===== config.mk =====
export PLATFORM = sky130hd
export DESIGN_NAME = avr_core
export DESIGN_NICKNAME = d
export VERILOG_FILES = /design/src/hw/avr_pkg.sv /design/src/hw/instr_decoder.sv /design/src/hw/alu_execute.sv /design/src/hw/result_unit.sv /design/src/hw/control_unit.sv /design/src/hw/avr_core.sv
export VERILOG_INCLUDE_DIRS = /design/src /design/src/hw
export SDC_FILE = /design/constraint.sdc
export NUM_CORES = 1
export LEC_CHECK = 0
export ABC_AREA = 1
export BUFFER_PORTS_ARGS = -buffer_cell sky130_fd_sc_hd__buf_4
export CAP_MARGIN = 40
export CORE_ASPECT_RATIO = 0.7
export CORE_MARGIN = 4
export CORE_UTILIZATION = 55
export CTS_BUF_LIST = sky130_fd_sc_hd__clkbuf_16
export DETAILED_ROUTE_END_ITERATION = 8
export GPL_TIMING_DRIVEN = 0
export PLACE_DENSITY_LB_ADDON = 0.15
export SLEW_MARGIN = 20
export SYNTH_ARGS = -nofsm -noshare
export SYNTH_HDL_FRONTEND = slang
export SYNTH_SLANG_ARGS = --single-unit

===== constraint.sdc =====
create_clock -name clk -period 12.8 [get_ports clk]
set_input_delay 1.92 -clock clk [delete_from_list [all_inputs] [get_ports clk]]
set_output_delay 1.92 -clock clk [all_outputs]
set_load 0.02 [all_outputs]

===== src/hw/avr_defines.svh =====
// Width macros for the AVR subset core
// SREG bit positions of the kept flags
`ifndef AVR_DEFINES_SVH
`define AVR_DEFINES_SVH

// Instruction word and register sizes
`define INSTR_WIDTH 16
`define DATA_WIDTH  8

// 1024 words of program space
`define PC_WIDTH    10

// 32 general purpose registers
`define RADDR_WIDTH 5

// SREG layout with bits 7..4 never set
`define FLAG_C 0
`define FLAG_Z 1
`define FLAG_N 2
`define FLAG_V 3

`endif


===== src/hw/avr_pkg.sv =====
// Shared types of the AVR subset core
// Decoded operation, FSM state and the instruction word union
package avr_pkg;

    // Decoded operation
    typedef enum logic [4:0] {
        OP_NOP,
        OP_ADD,
        OP_ADC,
        OP_SUB,
        OP_AND,
        OP_OR,
        OP_EOR,
        OP_MOV,
        OP_LDI,
        OP_SUBI,
        OP_ANDI,
        OP_ORI,
        OP_INC,
        OP_DEC,
        OP_NEG,
        OP_RJMP,
        OP_BRBS,    // Branch if SREG bit set
        OP_BRBC     // Branch if SREG bit cleared
    } avr_op_e;

    // One state per cycle of an instruction
    typedef enum logic [1:0] {
        ST_IF,
        ST_ID,
        ST_EX,
        ST_WB
    } cpu_state_e;

    // The same 16 bits seen as register form or as immediate form
    typedef union packed {
        struct packed {
            logic [5:0] opcode;
            logic       rr_hi;   // Rr bit 4
            logic [4:0] rd;
            logic [3:0] rr_lo;   // Rr bits 3..0
        } reg_fmt;
        struct packed {
            logic [3:0] opcode;
            logic [3:0] k_hi;
            logic [3:0] rd;      // Selects r16..r31
            logic [3:0] k_lo;
        } imm_fmt;
    } instr_word_u;

endpackage


===== src/hw/instr_decoder.sv =====
// Instruction decoder for the AVR subset
// Opcode match, register fields, immediate and branch offset
`include "avr_defines.svh"

module instr_decoder import avr_pkg::*; (
    input  logic [`INSTR_WIDTH-1:0] instr_buf,
    output avr_op_e                 op,
    output logic [`RADDR_WIDTH-1:0] rd_addr,
    output logic [`RADDR_WIDTH-1:0] rr_addr,
    output logic [`DATA_WIDTH-1:0]  imm,
    output logic                    use_imm,
    output logic [2:0]              branch_bit,
    output logic [11:0]             branch_offset
);

    instr_word_u word;

    assign word = instr_buf;

    always_comb begin
        op = OP_NOP;
        // 4-bit opcodes never overlap the 6-bit ones below
        case (word.imm_fmt.opcode)
            4'b1110: op = OP_LDI;
            4'b0101: op = OP_SUBI;
            4'b0111: op = OP_ANDI;
            4'b0110: op = OP_ORI;
            4'b1100: op = OP_RJMP;
            default: begin
                case (word.reg_fmt.opcode)
                    6'b000011: op = OP_ADD;
                    6'b000111: op = OP_ADC;
                    6'b000110: op = OP_SUB;
                    6'b001000: op = OP_AND;
                    6'b001001: op = OP_EOR;
                    6'b001010: op = OP_OR;
                    6'b001011: op = OP_MOV;
                    6'b100101: begin
                        // One-operand group needs bit 9 clear
                        if (!word.reg_fmt.rr_hi) begin
                            case (word.reg_fmt.rr_lo)
                                4'b0011: op = OP_INC;
                                4'b1010: op = OP_DEC;
                                4'b0001: op = OP_NEG;
                                default: op = OP_NOP;
                            endcase
                        end
                    end
                    6'b111100: op = OP_BRBS;
                    6'b111101: op = OP_BRBC;
                    default:   op = OP_NOP;
                endcase
            end
        endcase
    end

    assign use_imm = op inside {OP_LDI, OP_SUBI, OP_ANDI, OP_ORI};

    // Immediate forms only reach the upper half of the file
    assign rd_addr = use_imm ? {1'b1, word.imm_fmt.rd} : word.reg_fmt.rd;
    assign rr_addr = {word.reg_fmt.rr_hi, word.reg_fmt.rr_lo};
    assign imm     = {word.imm_fmt.k_hi, word.imm_fmt.k_lo};

    assign branch_bit = instr_buf[2:0];   // SREG bit for BRBS/BRBC

    // 12-bit RJMP offset as is, 7-bit branch offset sign-extended
    assign branch_offset = (op == OP_RJMP) ? instr_buf[11:0] :
                           {{5{instr_buf[9]}}, instr_buf[9:3]};

endmodule


===== src/hw/alu_execute.sv =====
// ALU of the AVR subset core
// 8-bit result and next C, Z, N, V flags
`include "avr_defines.svh"

module alu_execute import avr_pkg::*; (
    input  avr_op_e                op,
    input  logic [`DATA_WIDTH-1:0] opnd_a,
    input  logic [`DATA_WIDTH-1:0] opnd_b,
    input  logic                   carry_in,
    output logic [`DATA_WIDTH-1:0] alu_result,
    output logic [`DATA_WIDTH-1:0] alu_flags
);

    localparam int MSB = `DATA_WIDTH - 1;

    logic [`DATA_WIDTH:0]   sum;     // Top bit is carry out
    logic [`DATA_WIDTH:0]   diff;    // Top bit is borrow
    logic [`DATA_WIDTH-1:0] sub_a;
    logic [`DATA_WIDTH-1:0] sub_b;
    logic                   adc_cin;
    logic                   add_v;
    logic                   sub_v;
    logic                   c_out;
    logic                   v_out;

    assign adc_cin = (op == OP_ADC) && carry_in;

    // NEG runs as 0 - Rd on the subtractor
    assign sub_a = (op == OP_NEG) ? '0 : opnd_a;
    assign sub_b = (op == OP_NEG) ? opnd_a : opnd_b;

    assign sum  = {1'b0, opnd_a} + {1'b0, opnd_b} + {{`DATA_WIDTH{1'b0}}, adc_cin};
    assign diff = {1'b0, sub_a} - {1'b0, sub_b};

    // Two's complement overflow
    assign add_v = (opnd_a[MSB] & opnd_b[MSB] & ~sum[MSB]) |
                   (~opnd_a[MSB] & ~opnd_b[MSB] & sum[MSB]);
    assign sub_v = (sub_a[MSB] & ~sub_b[MSB] & ~diff[MSB]) |
                   (~sub_a[MSB] & sub_b[MSB] & diff[MSB]);

    always_comb begin
        alu_result = opnd_a;
        c_out      = carry_in;   // Kept unless the op says otherwise
        v_out      = 1'b0;
        case (op)
            OP_ADD, OP_ADC: begin
                alu_result = sum[MSB:0];
                c_out      = sum[`DATA_WIDTH];
                v_out      = add_v;
            end
            OP_SUB, OP_SUBI, OP_NEG: begin
                alu_result = diff[MSB:0];
                c_out      = diff[`DATA_WIDTH];
                v_out      = sub_v;
            end
            OP_INC: begin
                alu_result = sum[MSB:0];
                v_out      = add_v;
            end
            OP_DEC: begin
                alu_result = diff[MSB:0];
                v_out      = sub_v;
            end
            OP_AND, OP_ANDI: alu_result = opnd_a & opnd_b;
            OP_OR, OP_ORI:   alu_result = opnd_a | opnd_b;
            OP_EOR:          alu_result = opnd_a ^ opnd_b;
            OP_MOV, OP_LDI:  alu_result = opnd_b;   // Source or constant
            default:         alu_result = opnd_a;
        endcase
    end

    always_comb begin
        alu_flags          = '0;
        alu_flags[`FLAG_C] = c_out;
        alu_flags[`FLAG_Z] = (alu_result == '0);
        alu_flags[`FLAG_N] = alu_result[MSB];
        alu_flags[`FLAG_V] = v_out;
    end

endmodule


===== src/hw/result_unit.sv =====
// Register file and status register
// Two asynchronous read ports, one write port
`include "avr_defines.svh"

module result_unit (
    input  logic                    clk,
    input  logic                    reset,
    input  logic [`RADDR_WIDTH-1:0] rd_addr,
    input  logic [`RADDR_WIDTH-1:0] rr_addr,
    output logic [`DATA_WIDTH-1:0]  rd_value,
    output logic [`DATA_WIDTH-1:0]  rr_value,
    input  logic                    wb_en,
    input  logic [`RADDR_WIDTH-1:0] wb_addr,
    input  logic [`DATA_WIDTH-1:0]  wb_data,
    input  logic                    flags_we,
    input  logic [`DATA_WIDTH-1:0]  new_flags,
    output logic [`DATA_WIDTH-1:0]  sreg
);

    localparam int NUM_REGS = 2 ** `RADDR_WIDTH;

    logic [`DATA_WIDTH-1:0] regs [NUM_REGS];

    assign rd_value = regs[rd_addr];
    assign rr_value = regs[rr_addr];

    // r0..r31 start at zero
    always_ff @(posedge clk or posedge reset) begin
        if (reset) begin
            for (int i = 0; i < NUM_REGS; i++) begin
                regs[i] <= '0;
            end
        end else if (wb_en) begin
            regs[wb_addr] <= wb_data;
        end
    end

    // Flags arrive already merged by the ALU
    always_ff @(posedge clk or posedge reset) begin
        if (reset) begin
            sreg <= '0;
        end else if (flags_we) begin
            sreg <= new_flags;
        end
    end

endmodule


===== src/hw/control_unit.sv =====
// Control unit with the four-state FSM, program counter and branch resolution
// Instruction, operand and ALU output buffers, writeback strobes
`include "avr_defines.svh"

module control_unit import avr_pkg::*; (
    input  logic                    clk,
    input  logic                    reset,
    input  logic [`INSTR_WIDTH-1:0] instruction,
    output logic [`PC_WIDTH-1:0]    pc,
    output cpu_state_e              state,
    output logic [`INSTR_WIDTH-1:0] instr_buf,
    input  avr_op_e                 op,
    input  logic [`RADDR_WIDTH-1:0] rd_addr,
    input  logic [`DATA_WIDTH-1:0]  imm,
    input  logic                    use_imm,
    input  logic [2:0]              branch_bit,
    input  logic [11:0]             branch_offset,
    input  logic [`DATA_WIDTH-1:0]  rd_value,
    input  logic [`DATA_WIDTH-1:0]  rr_value,
    input  logic [`DATA_WIDTH-1:0]  sreg,
    input  logic [`DATA_WIDTH-1:0]  alu_result,
    input  logic [`DATA_WIDTH-1:0]  alu_flags,
    output logic [`DATA_WIDTH-1:0]  opnd_a,
    output logic [`DATA_WIDTH-1:0]  opnd_b,
    output logic                    wb_en,
    output logic [`RADDR_WIDTH-1:0] wb_addr,
    output logic [`DATA_WIDTH-1:0]  wb_data,
    output logic                    flags_we,
    output logic [`DATA_WIDTH-1:0]  new_flags
);

    logic                 writes_reg;
    logic                 writes_flags;
    logic                 taken;
    logic [`PC_WIDTH-1:0] pc_step;

    assign writes_reg = op inside {OP_ADD, OP_ADC, OP_SUB, OP_AND, OP_OR, OP_EOR, OP_MOV,
                                   OP_LDI, OP_SUBI, OP_ANDI, OP_ORI, OP_INC, OP_DEC, OP_NEG};
    assign writes_flags = writes_reg && !(op inside {OP_MOV, OP_LDI});

    assign taken = (op == OP_RJMP) ||
                   (op == OP_BRBS && sreg[branch_bit]) ||
                   (op == OP_BRBC && !sreg[branch_bit]);
    assign pc_step = taken ? branch_offset[`PC_WIDTH-1:0] : '0;   // Wraps mod 1024

    always_ff @(posedge clk or posedge reset) begin
        if (reset) begin
            state <= ST_IF;
        end else begin
            case (state)
                ST_IF:   state <= ST_ID;
                ST_ID:   state <= ST_EX;
                ST_EX:   state <= ST_WB;
                default: state <= ST_IF;
            endcase
        end
    end

    // Next pc takes effect as writeback ends
    always_ff @(posedge clk or posedge reset) begin
        if (reset) begin
            pc <= '0;
        end else if (state == ST_WB) begin
            pc <= pc + pc_step + 1'b1;
        end
    end

    always_ff @(posedge clk or posedge reset) begin
        if (reset) begin
            instr_buf <= '0;   // Decodes as NOP
        end else if (state == ST_IF) begin
            instr_buf <= instruction;
        end
    end

    // INC and DEC run on the adder with a constant 1
    always_ff @(posedge clk) begin
        if (state == ST_ID) begin
            opnd_a <= rd_value;
            if (op == OP_INC || op == OP_DEC) begin
                opnd_b <= 8'd1;
            end else begin
                opnd_b <= use_imm ? imm : rr_value;
            end
        end
    end

    always_ff @(posedge clk or posedge reset) begin
        if (reset) begin
            wb_en    <= 1'b0;
            flags_we <= 1'b0;
        end else begin
            wb_en    <= (state == ST_EX) && writes_reg;   // High for ST_WB only
            flags_we <= (state == ST_EX) && writes_flags;
        end
    end

    always_ff @(posedge clk) begin
        if (state == ST_EX) begin
            wb_addr   <= rd_addr;
            wb_data   <= alu_result;
            new_flags <= alu_flags;
        end
    end

endmodule


===== src/hw/avr_core.sv =====
// Top level of the multicycle AVR subset core
// Control, decode, execute and result blocks
`include "avr_defines.svh"

module avr_core import avr_pkg::*; (
    input  logic                    clk,
    input  logic                    reset,
    output logic [`PC_WIDTH-1:0]    pc,
    input  logic [`INSTR_WIDTH-1:0] instruction,
    output logic                    wb_en,
    output logic [`RADDR_WIDTH-1:0] wb_addr,
    output logic [`DATA_WIDTH-1:0]  wb_data,
    output logic [`DATA_WIDTH-1:0]  sreg
);

    avr_op_e                 op;
    logic [`INSTR_WIDTH-1:0] instr_buf;
    logic [`RADDR_WIDTH-1:0] rd_addr;
    logic [`RADDR_WIDTH-1:0] rr_addr;
    logic [`DATA_WIDTH-1:0]  imm;
    logic                    use_imm;
    logic [2:0]              branch_bit;
    logic [11:0]             branch_offset;
    logic [`DATA_WIDTH-1:0]  rd_value;
    logic [`DATA_WIDTH-1:0]  rr_value;
    logic [`DATA_WIDTH-1:0]  opnd_a;
    logic [`DATA_WIDTH-1:0]  opnd_b;
    logic [`DATA_WIDTH-1:0]  alu_result;
    logic [`DATA_WIDTH-1:0]  alu_flags;
    logic                    flags_we;
    logic [`DATA_WIDTH-1:0]  new_flags;

    control_unit u_control (
        .clk           (clk),
        .reset         (reset),
        .instruction   (instruction),
        .pc            (pc),
        .state         (),
        .instr_buf     (instr_buf),
        .op            (op),
        .rd_addr       (rd_addr),
        .imm           (imm),
        .use_imm       (use_imm),
        .branch_bit    (branch_bit),
        .branch_offset (branch_offset),
        .rd_value      (rd_value),
        .rr_value      (rr_value),
        .sreg          (sreg),
        .alu_result    (alu_result),
        .alu_flags     (alu_flags),
        .opnd_a        (opnd_a),
        .opnd_b        (opnd_b),
        .wb_en         (wb_en),
        .wb_addr       (wb_addr),
        .wb_data       (wb_data),
        .flags_we      (flags_we),
        .new_flags     (new_flags)
    );

    instr_decoder u_decoder (
        .instr_buf     (instr_buf),
        .op            (op),
        .rd_addr       (rd_addr),
        .rr_addr       (rr_addr),
        .imm           (imm),
        .use_imm       (use_imm),
        .branch_bit    (branch_bit),
        .branch_offset (branch_offset)
    );

    // Carry for ADC straight from the status register
    alu_execute u_alu (
        .op         (op),
        .opnd_a     (opnd_a),
        .opnd_b     (opnd_b),
        .carry_in   (sreg[`FLAG_C]),
        .alu_result (alu_result),
        .alu_flags  (alu_flags)
    );

    result_unit u_result (
        .clk       (clk),
        .reset     (reset),
        .rd_addr   (rd_addr),
        .rr_addr   (rr_addr),
        .rd_value  (rd_value),
        .rr_value  (rr_value),
        .wb_en     (wb_en),
        .wb_addr   (wb_addr),
        .wb_data   (wb_data),
        .flags_we  (flags_we),
        .new_flags (new_flags),
        .sreg      (sreg)
    );

endmodule


==> flow_summary.toml <==
[clock_network]
cts_inserted_buffers = 34
ctsHoldBuffers = 0
cts.reportedPaths.clkPinSlew_ps = 70
htreeDepth = 2
clockBufferDepth = 3
cts_resized = 0
post-cts-setup-buffers = 0
clkLatencyLatePin_ps = 550
cts_root_buf = "clkbuf_16"
cts.sinks = 322
cts_tree = "built"

[detailed_routing]
wl_met1_mm = 33.3
first_pass_iters = 8
top_layer = "met5"
route.detailed.wl_per_inst_um = 28.3
dr_total_vias = 20392
route.detailed.drc = 0
first_iter_violations = 3593
viasPerCell = 6.74
wl_mm = 85.6
wl_met2_mm = 33.4
met3_length_mm = 14.5
ant_nets = 0

[logic_synthesis]
yosysTopAreaCell = "dfrtp_1"
ys_top_cells_by_area = "dfrtp_1 39%, o21ai_0 15%, nand2_1 9.6%"
ys_seq_area_frac = 0.442
synthDominantCellAreaShare = 0.391
synth_edf_count = 32
ys_ff_latch = 322
yosysMostFrequentCell = "o21ai_0"
netlist_area_um2 = 18600
synth_cell_type_count = 50
ys.flop_type = "dfrtp_1"
synthArstFlopShare = 0.901
syn_avg_cell_area_um2 = 7.54
synth_cells = 2465
synth_common_cells = "570 x o21ai_0, 475 x nand2_1, 290 x dfrtp_1"
yosysWarnings = 0

[pwr]
pwr_density_cell_nw_per_um2 = 128
p_leak_nw = 9.15
ir_drop_v = 0.000137

[place]
port_buffers = 45
dp_hpwl_mm = 64.5
dp_cells = 2959
dpl_cell_area_um2 = 19600
gp_congestion = 1.10

[worst_setup_path]
critPathLaunchType = "flip-flop"
path_cells = "inv_1, buf_2, buf_2, clkbuf_1, o21ai_0, nand2_1, ha_1, inv_1, fa_1, nand3_1, nand2_1, nand2_1, inv_1, o21a_1, nor2_1, nor2_1, nor2_1, nor2_1, nor2_1, xor2_1, o21ai_0"
crit_fanout = 10
cp_common_cell = "nor2_1"
path_delay_family = "buffers and inverters"
slowest_delay_ps = 590
cp-end-kind = "flip-flop"
critPathKind = "flip-flop to flip-flop"
crit_slowest_cell = "clkbuf_1"
critPathBufInv = 6
arrival_ps = 4580
required_ps = 13220

[timing]
fmax_ghz = 0.240
setup_viol = 0
report.final.slew_viol_count = 0
hold_viol_final = 0
tightest_slew_ps = 1040
min_period_ps = 4160
slew_headroom = 0.307
tns_ps = 0
fin_skew_ps = 36.2
grt_setup_unrepaired = "false"
min_period_over_period = 0.325

[layout]
area_growth_syn_to_layout_pct = 12.1
diodes = 0
fin_nets = 2630
nFillCells = 2972
final_area_um2 = 20800
final_cells = 3027
drive_gt1_frac = 0.0702

[global_route]
grt-ovfl-total = 0
grt_util_all_layers = 0.457
antenna_found_initial = 7
grt_start_max_net_pins = 109
grt_pass1_vias = 18715
grt_pass1_wl_mm = 124

[floorplan]
die_w_um = 228
io_pins = 50
die_area_um2 = 36800
initial_core_util = 0.556
fp.coreArea_um2 = 33400
rows = 56
die_height_um = 162

[job]
drv_cap = 0

[outcome]
outcome = "complete, no violations"

[hold_path]
holdCritPathClass = "flip-flop to flip-flop"
==> flip-flops by register name (all words and copies together), names as in the netlist <==
signal	count
u_result.sreg	4
u_control.state	2
u_control.new_flags	4
u_control.flags_we	1
u_control.pc	10
u_control.wb_en	1
u_control.opnd_a	8
u_control.instr_buf	16
u_control.wb_data	7
u_control.wb_addr	5
u_control.opnd_b	8
u_result.regs	256
==> final timing paths <==
| path | end | slack (ps) | cells after the start | start |
|---|---|---|---|---|
| worst max-delay path | u_control.pc[8] | 8640 | 21 | u_control.instr_buf[0] |
| worst min-delay path | u_result.sreg[0] | 470 | 2 | u_control.new_flags[0] |
| worst max register to register | u_control.pc[8] | 8640 | 21 | u_control.instr_buf[0] |
| worst min register to register | u_result.sreg[0] | 470 | 2 | u_control.new_flags[0] |
| max in group asynchronous | u_result.sreg[0] | 10360 | 3 | reset |
| min in group asynchronous | u_result.regs[144] | 1440 | 2 | reset |
==> kinds of logic after synthesis <==
group / Yosys count / share of synthesized area
other cells: 1 / 0.000202
xor+xnor: 11 / 0.00519
compound gates: 933 / 0.267
fa+ha+maj: 43 / 0.0306
buf+inv: 414 / 0.0865
simple gates: 741 / 0.168
flops: 322 / 0.442
==> cell type report <==
class	count	area, um2	area share
timing repair buffer	65	573	0.0275
clock buffer	36	901	0.0432
multi-input combinational	1732	8800	0.422
inverter	240	908	0.0436
clock inverter	23	186	0.00895
buffer	174	706	0.0339
tap	435	544	0.0261
sequential	322	8220	0.394
==> worst register-to-register path, cell delays in order (launching register included) <==
cell,delay [ps]
dfrtp_1,410
inv_1,80
buf_2,310
buf_2,450
clkbuf_1,600
o21ai_0,210
nand2_1,140
ha_1,200
inv_1,100
fa_1,430
nand3_1,100
nand2_1,90
nand2_1,70
inv_1,50
o21a_1,170
nor2_1,80
nor2_1,50
nor2_1,100
nor2_1,60
nor2_1,110
xor2_1,150
o21ai_0,90
==> stage by stage <==
stage	hold WS (ps)	util	setup slack [ps]	total power, mW
4_1_cts	476	0.620	8830	2.63
3_5_place_dp	453	0.588	8850	1.66
5_1_grt	514	0.623	8370	2.74
2_1_floorplan	426	-	2870	1.46
3_3_place_gp	449	0.583	129	1.64
6_report	471	0.623	8640	2.67
==> layout by cell type (no fill, tap or decap), types with 24 or more instances in the layout <==
master     instances
o21ai_0          570
ha_1              39
nor2_1            99
buf_4             56
o211ai_1          37
a21oi_1          255
buf_2             24
inv_1            236
nand2_1          475
clkbuf_16         36
edfxtp_1          32
dfrtp_1          290
clkbuf_1         134
nand3_1          121
==> metal layers <==
metal  GRT usage  vias up
li1            -     8540
met1       0.656     9817
met2       0.614     1709
met3       0.192      314
met4       0.175       12
met5     0.00941        -
==> where the power goes <==
part	switching [mW]	internal (mW)	total, mW	leakage [nW]
Sequential	0.0759	1.11	1.19	4.24
Combinational	0.336	0.149	0.485	4.35
Clock	0.443	0.555	0.998	0.550
(Power assumes the default switching activity.)
